<file path="config.mk">
export PLATFORM = sky130hd
export DESIGN_NAME = neighbor_req_fifo
export DESIGN_NICKNAME = d
export VERILOG_FILES = /design/src/neighbor_mem_pkg.sv /design/src/edge_pe_pkg.sv /design/src/neighbor_req_fifo.sv
export SDC_FILE = /design/constraint.sdc
export NUM_CORES = 1
export LEC_CHECK = 0
export ABC_AREA = 1
export BUFFER_PORTS_ARGS = -buffer_cell sky130_fd_sc_hd__buf_2
export CAP_MARGIN = 20
export CORE_ASPECT_RATIO = 0.75
export CORE_MARGIN = 2
export CORE_UTILIZATION = 31
export CTS_BUF_LIST = sky130_fd_sc_hd__clkbuf_4 sky130_fd_sc_hd__clkbuf_8 sky130_fd_sc_hd__clkbuf_16
export DETAILED_ROUTE_END_ITERATION = 10
export GPL_ROUTABILITY_DRIVEN = 1
export PLACE_DENSITY = 0.44
export SETUP_SLACK_MARGIN = 0.3
export SLEW_MARGIN = 20
export SYNTH_ARGS = -nofsm -noshare
export SYNTH_HDL_FRONTEND = slang
export SYNTH_SLANG_ARGS = --single-unit
</file>
<file path="constraint.sdc">
create_clock -name clk -period 2.8 [get_ports clk]
set_input_delay 0.7 -clock clk [delete_from_list [all_inputs] [get_ports clk]]
set_output_delay 0.7 -clock clk [all_outputs]
set_load 0.05 [all_outputs]
</file>
<file path="src/neighbor_mem_pkg.sv">
`default_nettype none

package neighbor_mem_pkg;

    // bank geometry
    localparam int NUM_BANKS = 4;
    localparam int BANK_W    = 2;   // log2 of NUM_BANKS
    localparam int ROW_W     = 8;   // 256 rows per bank

    // neighbor id word, same width as the SRAM macro
    localparam int ID_W = 14;

    // full neighbor address is bank then row
    localparam int ADDR_W = BANK_W + ROW_W;

    typedef logic [BANK_W-1:0] bank_idx_t;
    typedef logic [ROW_W-1:0]  row_t;
    typedef logic [ID_W-1:0]   id_t;

    // {bank, row}
    typedef logic [ADDR_W-1:0] nbr_addr_t;

endpackage

`default_nettype wire
</file>
<file path="src/edge_pe_pkg.sv">
`default_nettype none

package edge_pe_pkg;

    localparam int NUM_PE     = 4;
    localparam int MAX_DEGREE = 16;

    localparam int TAG_W  = 2;
    localparam int DEG_W  = 5;  // holds 1..16
    localparam int ITER_W = 4;  // holds 0..15

    typedef logic [TAG_W-1:0]  pe_tag_t;
    typedef logic [DEG_W-1:0]  degree_t;
    typedef logic [ITER_W-1:0] iter_t;

    // packed request word {addr, degree, pe_tag}
    localparam int REQ_W = $bits(neighbor_mem_pkg::nbr_addr_t) + DEG_W + TAG_W;

endpackage

`default_nettype wire

</file>
<file path="src/neighbor_req_fifo.sv">
`default_nettype none
`timescale 1ns/1ns

module neighbor_req_fifo #(
    parameter int FIFO_DEPTH = 8
) (
    input  logic                         clk,
    input  logic                         reset,
    input  logic                         winc,
    input  logic [edge_pe_pkg::REQ_W-1:0] wdata,
    input  logic                         rinc,
    output logic [edge_pe_pkg::REQ_W-1:0] rdata,
    output logic                         wfull,
    output logic                         rempty
);

    localparam int AW = $clog2(FIFO_DEPTH);
    localparam int CW = AW + 1;

    logic [edge_pe_pkg::REQ_W-1:0] mem [FIFO_DEPTH];
    logic [AW-1:0] wptr;
    logic [AW-1:0] rptr;
    logic [CW-1:0] count;
    logic          do_wr;
    logic          do_rd;

    function automatic logic [AW-1:0] next_ptr(input logic [AW-1:0] p);
        if (p == AW'(FIFO_DEPTH - 1)) begin
            return '0;
        end
        return p + 1'b1;
    endfunction

    assign do_wr  = winc && !wfull;   // offered while full is dropped
    assign do_rd  = rinc && !rempty;
    assign wfull  = (count == CW'(FIFO_DEPTH));
    assign rempty = (count == '0);
    assign rdata  = mem[rptr];        // head is always visible

    always_ff @(posedge clk) begin
        if (reset) begin
            wptr  <= '0;
            rptr  <= '0;
            count <= '0;
        end else begin
            if (do_wr) wptr <= next_ptr(wptr);
            if (do_rd) rptr <= next_ptr(rptr);
            case ({do_wr, do_rd})
                2'b10:   count <= count + 1'b1;
                2'b01:   count <= count - 1'b1;
                default: count <= count;
            endcase
        end
    end

    always_ff @(posedge clk) begin
        if (do_wr) mem[wptr] <= wdata;
    end

    // dispatcher must only pop a non-empty queue
    a_no_underflow: assert property (@(posedge clk) disable iff (reset) rinc |-> !rempty);

endmodule

`default_nettype wire

</file>
==> results_dict.tcl <==
set metrics [dict create \
    grt_pass1_vias 3626 \
    slew_viol_final 0 \
    power.density_nw_per_um2 955.5 \
    overflow 0 \
    syn2layout_area_growth_pct 21.07 \
    rsz0062_at_grt "yes" \
    clkLatencyLatePin_ps 420 \
    layout-drive-gt1-share 0.1790 \
    path_clk_slew_ps 60 \
    finalHoldViolCount 0 \
    status "completed" \
    final_antenna_net_count 0 \
    finalCoreUtilization 0.3867 \
    routedWlPerCell_um 17.69 \
    max-cap-violations 0 \
    yosysWarnings 0 \
    cts_setup_buffers 0 \
    cts-root-buf "clkbuf_16" \
    synthArstFlopShare 0 \
    grt_max_degree 49 \
    clk_path_buf_depth 2 \
    core_area_um2 18670 \
    n_antenna_cell 0 \
    hpwl_um 7263 \
    synthTopCellsByArea "edfxtp_1, o21ai_0, nor2_1" \
    antenna_found_initial 0 \
    htree_levels 4 \
    crit_type "register to primary output" \
    nNetsFinal 558 \
    setup_violations 0 \
    max_slew_margin 0.7709 \
    startpoint_type "register" \
    end_kind "primary output" \
    worstPathArrival_ps 1710 \
    fmax_mhz 414.3 \
    synth_seq_cells 149 \
    wl_um 13960 \
    cts.sinks 149 \
    vias 3636 \
    die_x_um 164.2 \
    cts_tree "done" \
    std_cell_rows 43 \
    required_ps 2100 \
    worstMarginPinSlew_ps 343.6 \
    grt_use_total 0.1415 \
    dieArea_um2 20370 \
    synthFlopType "edfxtp_1" \
    hold_path.class "register to register" \
    synth_seq_area_share 0.7285 \
    syn-num-nets 505 \
    grt_pass1_wl_um 20620 \
    synth_area_um2 5963 \
    firstDrtPassIters 4 \
    synth_area_leader_cell "edfxtp_1" \
    vias_per_cell 4.608 \
    ys_types 25 \
    cts_buffers 17 \
    ir_drop_uv 415.7 \
    die_y_um 124.1 \
    route.detailed.drc 0 \
    avgSynthCellArea_um2 12.50 \
    gp_congestion 0.7084 \
    ios 40 \
    finalCritPeriodShare 0.8621 \
    crit_fanout 24 \
    power.leakage_uw 0.002585 \
    setup-tns-final_ps 0 \
    synth_top_area_share 0.6849 \
    finClkSkew_ps 4.339 \
    start_util 0.3194 \
    power_uw 6898 \
    synth_edf_count 136 \
    drt_iter0_markers 251 \
    synthCells 477 \
    period_needed_ps 2414 \
    port_buffers 39 \
]
[cell families after synthesis]
kind of cell / Yosys count / synth area share
adder cells (fa/ha/maj): 7 / 0.01469
XOR/XNOR: 3 / 0.004407
buffers and inverters: 40 / 0.03231
flip-flops: 149 / 0.7285
AO/OA/AOI/OAI: 97 / 0.08582
multiplexers: 17 / 0.02853
AND/OR/NAND/NOR: 164 / 0.1058
[cells in the final DEF (no fill, tap or decap), drive strengths merged, types with 2 or more instances in the layout]
master	count
edfxtp	136
nor2	85
nand2	71
o21ai	71
buf	43
clkbuf	32
mux2i	17
o22ai	17
inv	16
dfxtp	13
clkinv	10
a21oi	7
ha	7
nand3	6
xnor2	2
bufinv	2
clkinvlp	2
[flip-flops by register name, indices dropped and copies added (netlist names), named ones only]
signal	cells
wptr	3
mem	136
count	4
rptr	3
[worst max-delay path: stages (launching register included)]
cell	delay [ps]
dfxtp_4	400
clkbuf_16	230
mux2i_1	210
o22ai_1	80
nand2_1	90
nand2_1	60
clkbuf_4	210
[metrics by stage]
stage	area [um2]	hold slack [ps]	cells	worst slack, ps
after global routing	7219	531.5	789	276.0
after floorplan	5963	462.7	477	610.7
after detailed placement	6499	483.6	755	592.7
after CTS	7093	497.7	787	278.6
after global placement	6499	491.6	755	670.0
final	7219	496.9	789	386.2
[what timing repair did]
action                     in CTS  in global routing
setup endpoints to repair      11                 17
pin swaps                       0                  0
cloned                          1                  2
resized for setup               8                 26
hold endpoints to repair        0                  0
hold buffers                    0                  0
[final cells by class]
type,count,area [um2]
fillers,1792,11450
flip-flops and latches,149,4352
multi-input cells,288,1446
repair buffers,57,498.0
clock buffers,18,432.9
well taps,247,309.0
clock inverters,13,116.4
inverters,17,65.06
[Yosys cell counts (all sizes together) (2+ instances only)]
library cell  number
o21ai             71
nand3              6
a21oi              7
o22ai             17
nand2             71
clkbuf            10
xnor2              2
inv               16
ha                 7
buf               13
nor2              85
dfxtp             13
mux2i             17
edfxtp           136
[power breakdown]
part           internal [uW]  leakage (uW)  switching [uW]
sequential              2620       0.00134            84.8
clock                   1290      0.000271             838
combinational            660      0.000972            1400
total                   4580       0.00258            2320
[layer usage]
| layer | global-route usage | wire, um |
|---|---|---|
| met5 | 0 | 0 |
| met4 | 0.05154 | 188 |
| met3 | 0.03363 | 811 |
| met2 | 0.2252 | 6217 |
| met1 | 0.1897 | 6742 |
[worst paths after layout]
path | from | endpoint | slack, ps | cells after the start
max reg2reg | count[1] | count[2] | 680 | 12
min reg2reg | rptr[1] | register | 500 | 2
min | rptr[1] | register | 500 | 2
max | register | rdata[6] | 390 | 6
No activity file was read; power rests on OpenSTA's default activity.
