==> config.mk <==
export PLATFORM = sky130hd
export DESIGN_NAME = neighbor_bank_ctl_flat
export DESIGN_NICKNAME = d
export VERILOG_FILES = /design/src/neighbor_mem_pkg.sv /design/src/edge_pe_pkg.sv /design/src/neighbor_ifs.sv /design/src/neighbor_bank_ctl.sv /design/src/flat_wrapper.sv
export SDC_FILE = /design/constraint.sdc
export NUM_CORES = 1
export LEC_CHECK = 0
export BUFFER_PORTS_ARGS = -buffer_cell sky130_fd_sc_hd__buf_2
export CORE_MARGIN = 2
export CORE_UTILIZATION = 40
export CTS_CLUSTER_DIAMETER = 60
export DETAILED_ROUTE_END_ITERATION = 6
export PLACE_DENSITY = 0.89
export REMOVE_ABC_BUFFERS = 1
export SKIP_CTS_REPAIR_TIMING = 1
export SYNTH_ARGS = -nofsm -noshare
export SYNTH_HDL_FRONTEND = slang
export SYNTH_SLANG_ARGS = --single-unit
export TNS_END_PERCENT = 1
==> constraint.sdc <==
create_clock -name clk -period 1.65 [get_ports clk]
set_input_delay 0.165 -clock clk [delete_from_list [all_inputs] [get_ports clk]]
set_output_delay 0.165 -clock clk [all_outputs]
set_load 0.05 [all_outputs]
==> src/neighbor_mem_pkg.sv <==
`default_nettype none

package neighbor_mem_pkg;

    // bank geometry
    localparam int NUM_BANKS = 4;
    localparam int BANK_W    = 2;   // log2 of NUM_BANKS
    localparam int ROW_W     = 8;   // 256 rows per bank

    // neighbor id word, same width as the SRAM macro
    localparam int ID_W = 14;

    // full neighbor address is bank then row
    localparam int ADDR_W = BANK_W + ROW_W;

    typedef logic [BANK_W-1:0] bank_idx_t;
    typedef logic [ROW_W-1:0]  row_t;
    typedef logic [ID_W-1:0]   id_t;

    // {bank, row}
    typedef logic [ADDR_W-1:0] nbr_addr_t;

endpackage

`default_nettype wire
==> src/edge_pe_pkg.sv <==
`default_nettype none

package edge_pe_pkg;

    localparam int NUM_PE     = 4;
    localparam int MAX_DEGREE = 16;

    localparam int TAG_W  = 2;
    localparam int DEG_W  = 5;  // holds 1..16
    localparam int ITER_W = 4;  // holds 0..15

    typedef logic [TAG_W-1:0]  pe_tag_t;
    typedef logic [DEG_W-1:0]  degree_t;
    typedef logic [ITER_W-1:0] iter_t;

    // packed request word {addr, degree, pe_tag}
    localparam int REQ_W = $bits(neighbor_mem_pkg::nbr_addr_t) + DEG_W + TAG_W;

endpackage

`default_nettype wire

==> src/neighbor_ifs.sv <==
`default_nettype none
`timescale 1ns/1ns

// dispatcher to bank, one per bank
interface bank_req_if;
    import neighbor_mem_pkg::*;
    import edge_pe_pkg::*;

    logic      valid;   // one cycle pulse
    nbr_addr_t addr;
    degree_t   degree;
    pe_tag_t   pe_tag;
    logic      busy;

    modport source (output valid, addr, degree, pe_tag, input busy);
    modport sink   (input valid, addr, degree, pe_tag, output busy);
endinterface

// bank to crossbar stream, no back-pressure
interface pe_stream_if;
    import neighbor_mem_pkg::*;
    import edge_pe_pkg::*;

    logic    valid;
    logic    sos;
    logic    eos;
    iter_t   iter;
    id_t     id;
    pe_tag_t pe_tag;

    modport source (output valid, sos, eos, iter, id, pe_tag);
    modport sink   (input valid, sos, eos, iter, id, pe_tag);
endinterface

// bank controller to SRAM, enables active low
interface sram_port_if;
    import neighbor_mem_pkg::*;

    logic cen;
    logic wen;
    row_t a;
    id_t  d;
    id_t  q;    // one cycle after read

    modport master (output cen, wen, a, d, input q);
    modport slave  (input cen, wen, a, d, output q);
endinterface

`default_nettype wire

==> src/neighbor_bank_ctl.sv <==
`default_nettype none
`timescale 1ns/1ns

module neighbor_bank_ctl #(
    parameter int BANK_ID = 0,
    parameter int ROWS    = 256
) (
    input  logic                       clk,
    input  logic                       reset,
    bank_req_if.sink                   req,
    sram_port_if.master                mem,
    pe_stream_if.source                strm,
    input  logic                       load_valid,
    input  neighbor_mem_pkg::nbr_addr_t load_addr,
    input  neighbor_mem_pkg::id_t      load_data
);
    import neighbor_mem_pkg::*;
    import edge_pe_pkg::*;

    typedef enum logic {IDLE, READ} state_t;

    state_t    state_q;
    row_t      row_q;
    iter_t     cnt_q;
    iter_t     last_q;
    pe_tag_t   tag_q;
    logic      out_vld_q;
    logic      out_sos_q;
    logic      out_eos_q;
    iter_t     out_iter_q;

    bank_idx_t req_bank;
    row_t      req_row;
    bank_idx_t load_bank;
    row_t      load_row;
    logic      load_hit;
    logic      reading;

    assign {req_bank, req_row}   = req.addr;
    assign {load_bank, load_row} = load_addr;
    assign load_hit = load_valid && (load_bank == bank_idx_t'(BANK_ID));
    assign reading  = (state_q == READ);
    assign req.busy = reading;  // drops once the last read is out

    always_comb begin
        mem.cen = 1'b1;
        mem.wen = 1'b1;
        mem.a   = row_q;
        mem.d   = load_data;
        if (reading) begin
            mem.cen = 1'b0;
        end else if (load_hit) begin
            mem.cen = 1'b0;
            mem.wen = 1'b0;
            mem.a   = load_row;
        end
    end

    always_ff @(posedge clk) begin
        if (reset) begin
            state_q   <= IDLE;
            out_vld_q <= 1'b0;
            out_sos_q <= 1'b0;
            out_eos_q <= 1'b0;
        end else begin
            // lines up with q, one cycle behind the read
            out_vld_q <= reading;
            out_sos_q <= reading && (cnt_q == '0);
            out_eos_q <= reading && (cnt_q == last_q);
            case (state_q)
                IDLE:    if (req.valid) state_q <= READ;
                READ:    if (cnt_q == last_q) state_q <= IDLE;
                default: state_q <= IDLE;
            endcase
        end
    end

    always_ff @(posedge clk) begin
        out_iter_q <= cnt_q;
        if (!reading && req.valid) begin
            row_q  <= req_row;
            cnt_q  <= '0;
            last_q <= iter_t'(req.degree - 1'b1);
            tag_q  <= req.pe_tag;
        end else if (reading) begin
            row_q <= row_q + 1'b1;
            cnt_q <= cnt_q + 1'b1;
        end
    end

    assign strm.valid  = out_vld_q;
    assign strm.sos    = out_sos_q;
    assign strm.eos    = out_eos_q;
    assign strm.iter   = out_iter_q;
    assign strm.id     = mem.q;
    assign strm.pe_tag = tag_q;   // stable until the next request lands

    // no read may run past the end of the bank
    a_in_bank: assert property (@(posedge clk) disable iff (reset)
        req.valid |-> (req.degree != '0) && (int'(req.degree) <= MAX_DEGREE)
                      && (int'(req_row) + int'(req.degree) <= ROWS));

    a_routed: assert property (@(posedge clk) disable iff (reset)
        req.valid |-> req_bank == bank_idx_t'(BANK_ID));

endmodule

`default_nettype wire

==> src/flat_wrapper.sv <==
// flat-port wrapper written by rule: the top's interface ports become plain ports
module neighbor_bank_ctl_flat import neighbor_mem_pkg::*; import edge_pe_pkg::*;
#(
    parameter int BANK_ID = 0,
    parameter int ROWS    = 256
)
  (clk, reset, load_valid, load_addr, load_data, req_valid, req_addr, req_degree, req_pe_tag, req_busy, mem_cen, mem_wen, mem_a, mem_d, mem_q, strm_valid, strm_sos, strm_eos, strm_iter, strm_id, strm_pe_tag);
  bank_req_if req_i ();
  sram_port_if mem_i ();
  pe_stream_if strm_i ();
  input  logic clk;
  input  logic reset;
  input  logic load_valid;
  input  neighbor_mem_pkg::nbr_addr_t load_addr;
  input  neighbor_mem_pkg::id_t load_data;
  input wire logic [$bits(req_i.valid)-1:0] req_valid;
  input wire logic [$bits(req_i.addr)-1:0] req_addr;
  input wire logic [$bits(req_i.degree)-1:0] req_degree;
  input wire logic [$bits(req_i.pe_tag)-1:0] req_pe_tag;
  output wire logic [$bits(req_i.busy)-1:0] req_busy;
  output wire logic [$bits(mem_i.cen)-1:0] mem_cen;
  output wire logic [$bits(mem_i.wen)-1:0] mem_wen;
  output wire logic [$bits(mem_i.a)-1:0] mem_a;
  output wire logic [$bits(mem_i.d)-1:0] mem_d;
  input wire logic [$bits(mem_i.q)-1:0] mem_q;
  output wire logic [$bits(strm_i.valid)-1:0] strm_valid;
  output wire logic [$bits(strm_i.sos)-1:0] strm_sos;
  output wire logic [$bits(strm_i.eos)-1:0] strm_eos;
  output wire logic [$bits(strm_i.iter)-1:0] strm_iter;
  output wire logic [$bits(strm_i.id)-1:0] strm_id;
  output wire logic [$bits(strm_i.pe_tag)-1:0] strm_pe_tag;
  assign req_i.valid = req_valid;
  assign req_i.addr = req_addr;
  assign req_i.degree = req_degree;
  assign req_i.pe_tag = req_pe_tag;
  assign req_busy = req_i.busy;
  assign mem_cen = mem_i.cen;
  assign mem_wen = mem_i.wen;
  assign mem_a = mem_i.a;
  assign mem_d = mem_i.d;
  assign mem_i.q = mem_q;
  assign strm_valid = strm_i.valid;
  assign strm_sos = strm_i.sos;
  assign strm_eos = strm_i.eos;
  assign strm_iter = strm_i.iter;
  assign strm_id = strm_i.id;
  assign strm_pe_tag = strm_i.pe_tag;
  neighbor_bank_ctl #(.BANK_ID(BANK_ID), .ROWS(ROWS)) u_core (.clk(clk), .reset(reset), .req(req_i), .mem(mem_i), .strm(strm_i), .load_valid(load_valid), .load_addr(load_addr), .load_data(load_data));
endmodule
==> results of run 1 <==
worst max-delay path: cells and delay by family (launching register included):
family / cells / cell delay (ns)
DFF: 1 / 0.38
muxes: 1 / 0.32
buffers and inverters: 2 / 0.35
and+or+nand+nor: 1 / 0.25
routing by layer:
metal  part of all wire [%]  GRT usage, %
met5                   0.98          8.33
met2                     41          19.4
met4                   0.29          2.45
met1                     42          19.6
met3                     15          12.3
flip-flops by register name, summed over array words and instances, names as in the netlist:
name                flops
u_core.row_q            8
u_core.cnt_q            4
u_core.last_q           4
u_core.strm.iter        4
u_core.strm.pe_tag      2
u_core.req.busy         1
u_core.strm.eos         1
u_core.strm.sos         1
u_core.strm.valid       1
area by class of cell:
| type | count | area, um^2 |
|---|---|---|
| inverters | 8 | 32.5 |
| well taps | 46 | 57.6 |
| fillers | 304 | 1690 |
| multi-input cells | 73 | 546 |
| clock inverters | 1 | 3.75 |
| flip-flops and latches | 26 | 664 |
| repair buffers | 54 | 369 |
| clock buffers | 3 | 22.5 |
how the worst max path moves through the flow:
stage                                from         endpoint  cells past startpoint
after floorplan           u_core.req.busy  u_core.row_q[7]                      4
after global placement    u_core.req.busy         mem_a[4]                      4
after detailed placement  u_core.req.busy         mem_a[1]                      4
after CTS                 u_core.req.busy         mem_a[1]                      4
after global routing      u_core.req.busy         mem_a[3]                      4
final                     u_core.req.busy         mem_a[4]                      4
synthesized netlist by cell type:
cell	n
a211oi_1	1
o211ai_1	1
edfxtp_1	14
nor2b_1	1
or3_1	2
o31ai_1	1
clkbuf_1	1
inv_4	1
nor3_1	1
dfxtp_1	12
or4_1	1
ha_1	4
mux2_1	1
o21ai_0	6
a21o_1	1
nor3b_1	1
nor2_1	6
a21oi_1	2
nand2b_1	2
nor4b_4	1
nand3_1	5
xor2_1	9
nor4_1	1
xnor2_1	2
buf_4	29
nand2_1	11
and2_1	1
mux2_2	8
nand4_1	1
a31oi_1	2
inv_1	7
and3_1	1
cells by family after synthesis:
group | Yosys count | synth area share (%)
fa+ha+maj | 4 | 3.49
buf+inv | 38 | 17.7
compound gates | 14 | 5.76
mux | 9 | 7.07
flops | 26 | 46.1
xor+xnor | 11 | 6.72
simple gates | 35 | 13.2
power breakdown:
group          leakage [nW]  internal, mW  switching (mW)
registers             0.237         0.774          0.0737
logic                 0.518         0.256           0.367
clock network        0.0154        0.0886           0.179
total                 0.771          1.12           0.620
stage by stage:
stage	worst slack [ns]	cells	instance area, um^2	hold WS, ns	setup TNS, ns
after detailed placement	0.102	205	1540	0.330	0
after floorplan	-0.373	107	1210	0.238	-2.05
after CTS	-0.263	209	1570	-0.00144	-1.99
final	-0.135	211	1700	0.00906	-1.05
after global placement	0.111	205	1540	0.330	0
after global routing	-0.215	211	1700	-0.00399	-1.69
==> results.py, run 1 <==
metrics = {
    "die": {
        "start_util_pct": 42.3,
        "fp-row-count": 21,
        "coreArea_um2": 3390,
        "pin_count": 107,
        "die-area_um2": 4080,
        "fp.dieH_um": 63.9,
        "die_w_um": 63.9,
    },
    "routing": {
        "via_count": 1071,
        "wl_per_cell_um": 16.4,
        "drt-vias-per-instance": 5.08,
        "drt_iter0_markers": 54,
        "ant_nets": 0,
        "wirelength_mm": 3.47,
        "firstDrtPassIters": 4,
        "drc": 0,
    },
    "clocking": {
        "clock_latency_ns": 0.32,
        "clock_sinks": 26,
        "h-tree-depth": 1,
        "cts_tree": "built",
        "cts_buffer_depth": 2,
        "numCtsBuffers": 3,
        "cts_root_buf": "clkbuf_4",
        "cts.reportedPaths.clkPinSlew_ns": 0.14,
    },
    "global_routing": {
        "grt_pass1_vias": 934,
        "grt-ovfl-total": 0,
        "grt_pass1_wl_mm": 4.64,
        "grt_max_degree": 15,
        "grtUsageTotal_pct": 15.3,
        "antenna_found_initial": 0,
    },
    "run_status": {
        "violations": "setup timing",
        "run_status": "complete, but fails checks",
    },
    "sta": {
        "rsz0062_at_grt": "yes",
        "slew_headroom_pct": 72.0,
        "fin_skew_ns": 0.0103,
        "tightest_slew_ns": 0.416,
        "fin_crit_ns": 1.78,
        "fin_crit_sh_pct": 108,
        "setup_viol": 8,
        "hold_viol_final": 0,
        "final_max_slew_viol_count": 0,
        "max_freq_ghz": 0.560,
        "setup_ws_ns": -0.135,
    },
    "finish": {
        "n_antenna_cell": 0,
        "post-route-util_pct": 50.0,
        "synthToLayoutAreaGrowth_pct": 18.2,
        "drive_gt1_share_pct": 40.6,
        "layout_common_cells": "39 x buf_2, 14 x edfxtp_1, 11 x nand2_1, 11 x dfxtp_1, 9 x xor2_1",
        "nets": 229,
        "final_common_cell": "buf_2",
    },
    "logic_synthesis": {
        "synth_cells": 137,
        "ys_warn_count": 0,
        "synth_top_area_share_pct": 29.3,
        "synth.distinct_cells": 32,
        "yosysTopAreaCell": "edfxtp_1",
        "synth_top_cells_by_area": "edfxtp_1 29%, dfxtp_1 17%, buf_4 15%, mux2_2 6.3%, xor2_1 5.5%",
        "yosysSeqAreaShare_pct": 46.1,
        "synth_area_per_cell_um2": 10.5,
        "synthesis.area_um2": 1430,
        "synth-seq-cells": 26,
    },
    "critical_path": {
        "reg2reg_slack_ns": 0.20,
        "path_cells": "nor4b_4 -> buf_6 -> mux2_4 -> buf_8",
        "slowest_delay_ns": 0.38,
        "crit_type": "reg -> out",
        "slowest_stage": "dfxtp_4",
        "cp_max_fo": 7,
        "worstPathArrival_ns": 1.62,
        "r2r-end": "u_core.row_q[6]",
        "required_ns": 1.48,
        "crit_path_end_kind": "output pin",
        "rr_startpoint": "u_core.row_q[0]",
        "crit_path_start_kind": "flip-flop",
        "worst-r2r-cell-count": 4,
    },
    "power_and_ir_drop": {
        "vdd_drop_max_mv": 0.554,
        "total_power_mw": 1.74,
        "leakage_nw": 0.771,
        "pwr_density_cell_nw_per_um2": 1030,
    },
    "min_path": {
        "min_path_type": "in -> reg",
        "hold_path_end": "u_core.strm.pe_tag[0]",
        "hold_start": "req_pe_tag[0]",
        "min_path_cells": 1,
    },
    "place": {
        "place.gp.congestion": 0.771,
        "port-buffer-count": 47,
        "dp_hpwl_mm": 2.62,
    },
    "flow_run": {
        "maxCapViolCount": 0,
    },
}
(Power assumes the default switching activity.)
==> run 2: changes to the inputs <==
--- a/config.mk
+++ b/config.mk
@@ -5,9 +5,10 @@
 export SDC_FILE = /design/constraint.sdc
 export NUM_CORES = 1
 export LEC_CHECK = 0
+export ABC_AREA = 1
 export BUFFER_PORTS_ARGS = -buffer_cell sky130_fd_sc_hd__buf_2
 export CORE_MARGIN = 2
-export CORE_UTILIZATION = 40
+export CORE_UTILIZATION = 41
 export CTS_CLUSTER_DIAMETER = 60
 export DETAILED_ROUTE_END_ITERATION = 6
 export PLACE_DENSITY = 0.89
==> run 2 against run 1 <==
Effect of this change:
- the flow now finishes without violations
- non-clock buffer count is 1 higher
- via count increased by 15%
- largest cell class unchanged
- clock skew is 0.0040 ns lower
- utilization fell by 0.64 points
- area after synthesis up 4.3%
- register-to-register slack improved by 0.07 ns
- sequential cell count unchanged
- worst setup slack improved by 0.24 ns
- maximum frequency is 16% higher
- global-route usage rose by 1.8 points
- clock power rose by 38%
- first-iteration DRC count up 11%
==> results.py, run 2 <==
metrics = {
    "clocking": {
        "cts_tree": "built",
        "h-tree-depth": 1,
        "cts.reportedPaths.clkPinSlew_ns": 0.14,
        "numCtsBuffers": 3,
        "cts_root_buf": "clkbuf_4",
        "clock_latency_ns": 0.32,
        "clock_sinks": 26,
        "cts_buffer_depth": 2,
    },
    "routing": {
        "wl_per_cell_um": 13.3,
        "ant_nets": 0,
        "wirelength_mm": 3.39,
        "drt_iter0_markers": 60,
        "drc": 0,
        "firstDrtPassIters": 4,
        "via_count": 1232,
        "drt-vias-per-instance": 4.85,
    },
    "min_path": {
        "min_path_cells": 2,
        "hold_start": "reset",
        "hold_path_end": "u_core.strm.sos",
        "min_path_type": "in -> reg",
    },
    "global_routing": {
        "busiest_layer": "met2",
        "grt_pass1_wl_mm": 5.40,
        "antenna_found_initial": 0,
        "grtUsageTotal_pct": 17.1,
        "use_met1_pct": 18.9,
        "grt_pass1_vias": 1164,
        "grt_use_met3_pct": 11.1,
        "grtUsageMet2_pct": 27.7,
        "grt-ovfl-total": 0,
        "grt_max_degree": 16,
    },
    "run_status": {
        "run_status": "finished clean",
    },
    "logic_synthesis": {
        "synth_top_area_share_pct": 28.1,
        "async_flop_share_pct": 0,
        "synth_top_cells_by_area": "edfxtp_1 28%, dfxtp_1 16%, buf_4 14%, nand2_1 13%, nand3_1 5.4%",
        "synth_cells": 179,
        "ys_warn_count": 0,
        "synth_area_per_cell_um2": 8.35,
        "synth_commonest_cells": "51 x nand2_1, 28 x buf_4, 16 x inv_1, 16 x nand3_1, 14 x edfxtp_1",
        "synth.most_common_cell": "nand2_1",
        "synth_top_flop_cell": "edfxtp_1",
        "yosysTopAreaCell": "edfxtp_1",
        "yosysSeqAreaShare_pct": 44.2,
        "synth-seq-cells": 26,
        "synth_edf_count": 14,
        "synthesis.area_um2": 1500,
        "synth.distinct_cells": 25,
    },
    "sta": {
        "max_freq_ghz": 0.649,
        "final_max_slew_viol_count": 0,
        "fin_skew_ns": 0.00631,
        "fin_crit_sh_pct": 93.4,
        "holdWs_ns": 0.0442,
        "fin_crit_ns": 1.54,
        "setup_viol": 0,
        "setup_ws_ns": 0.109,
        "rsz0062_at_grt": "no",
        "tightest_slew_ns": 0.379,
        "hold_viol_final": 0,
        "timing.setup.tns_ns": 0,
        "slew_headroom_pct": 74.7,
    },
    "die": {
        "fp-row-count": 21,
        "coreArea_um2": 3420,
        "die-area_um2": 4150,
        "die_w_um": 64.4,
        "fp.dieH_um": 64.4,
        "pin_count": 107,
        "start_util_pct": 43.8,
    },
    "power_and_ir_drop": {
        "p_clk_share_pct": 21.3,
        "p_int_mw": 1.12,
        "vdd_drop_max_mv": 0.915,
        "p_comb_share_pct": 31.6,
        "swShare_pct": 35.6,
        "power.switching_mw": 0.620,
        "p_seq_share_pct": 47.1,
        "pwr_density_cell_nw_per_um2": 1030,
        "leakage_nw": 0.871,
    },
    "critical_path": {
        "worstPathArrival_ns": 1.38,
        "worst-r2r-cell-count": 6,
        "required_ns": 1.48,
        "cp-startpoint": "u_core.req.busy",
        "cp_max_fo": 7,
        "crit_path_end_kind": "output pin",
        "rr_startpoint": "u_core.row_q[0]",
        "r2r-end": "u_core.row_q[4]",
        "crit_path_start_kind": "flip-flop",
        "crit_type": "reg -> out",
        "reg2reg_slack_ns": 0.27,
    },
    "finish": {
        "layout_common_cells": "51 x nand2_1, 43 x buf_2, 16 x inv_1, 16 x nand3_1, 14 x edfxtp_1",
        "drive_gt1_share_pct": 31.7,
        "synthToLayoutAreaGrowth_pct": 12.8,
        "fillCellCount": 334,
        "regArea_um2": 661,
        "multi_input_area_um2": 541,
        "nets": 272,
        "largest_register_ffs": 8,
        "top_register": "u_core.row_q",
        "final_common_cell": "nand2_1",
        "n_antenna_cell": 0,
    },
    "place": {
        "dp_hpwl_mm": 2.61,
        "port-buffer-count": 47,
        "place.gp.congestion": 0.887,
        "post-place-ws_ns": 0.279,
    },
    "flow_run": {
        "maxCapViolCount": 0,
    },
}
-- run 2: cell types whose count changed after synthesis, moves of 2 or more --
cell / delta
a31oi_1: -2
mux2_2: -8
xor2_1: -6
nand2b_1: -2
nor2_1: +6
or3_1: -2
o21ai_0: -3
nand3_1: +11
inv_2: +2
nand2_4: +2
inv_1: +9
nand2_1: +40
-- run 2: power groups by stage --
| stage | combinational [mW] | sequential [mW] | clock [mW] |
|---|---|---|---|
| detailed placement | 0.538 | 0.833 | 0 |
| global placement | 0.523 | 0.827 | 0 |
| global route | 0.598 | 0.830 | 0.417 |
| CTS | 0.539 | 0.819 | 0.385 |
| finish | 0.550 | 0.819 | 0.371 |
| floorplan | 0.318 | 0.891 | 0 |
-- run 2: area by class of cell --
type	count	share of cell area, %
inverters	18	4.15
multi-input cells	105	32.0
flip-flops and latches	26	39.2
repair buffers	55	18.4
well taps	46	3.41
clock buffers	4	2.82
-- run 2: per-stage QoR --
stage / util (%) / area (um^2) / power (mW) / std cells
2_1_floorplan: - / 1270 / 1.21 / 149
3_3_place_gp: 47.0 / 1610 / 1.35 / 248
3_5_place_dp: 47.0 / 1610 / 1.37 / 248
4_1_cts: 48.4 / 1650 / 1.74 / 252
5_1_grt: 49.4 / 1690 / 1.84 / 254
6_report: 49.4 / 1690 / 1.74 / 254
-- run 2: critical path: stages, from the launching register on --
cell,delay (ns)
dfxtp_1,0.36
inv_4,0.11
buf_4,0.18
nand3_1,0.09
nand2_1,0.09
clkbuf_4,0.23
-- run 2: worst max path at each step --
stage | slack, ns | cells after the start | end
2_1_floorplan | -0.16 | 4 | mem_a[0]
3_3_place_gp | 0.34 | 6 | u_core.row_q[4]
3_5_place_dp | 0.28 | 6 | u_core.row_q[4]
4_1_cts | 0.02 | 5 | mem_a[4]
5_1_grt | 0.004 | 5 | mem_a[4]
6_report | 0.11 | 5 | mem_a[4]
-- run 2: kinds of logic after synthesis --
| kind of cell | after synthesis | synth area share, % |
|---|---|---|
| buffers and inverters | 48 | 19.7 |
| AOI/OAI and AO/OA | 11 | 4.77 |
| xor gates and xnor gates | 4 | 2.34 |
| and+or+nand+nor | 86 | 25.7 |
| DFF | 26 | 44.2 |
| adders and majority gates | 4 | 3.35 |
-- run 2: routing by layer --
metal | routed length [um] | share of wire, %
met3 | 486 | 14
met4 | 19 | 0.56
met5 | 0 | 0
met2 | 1580 | 47
met1 | 1300 | 38
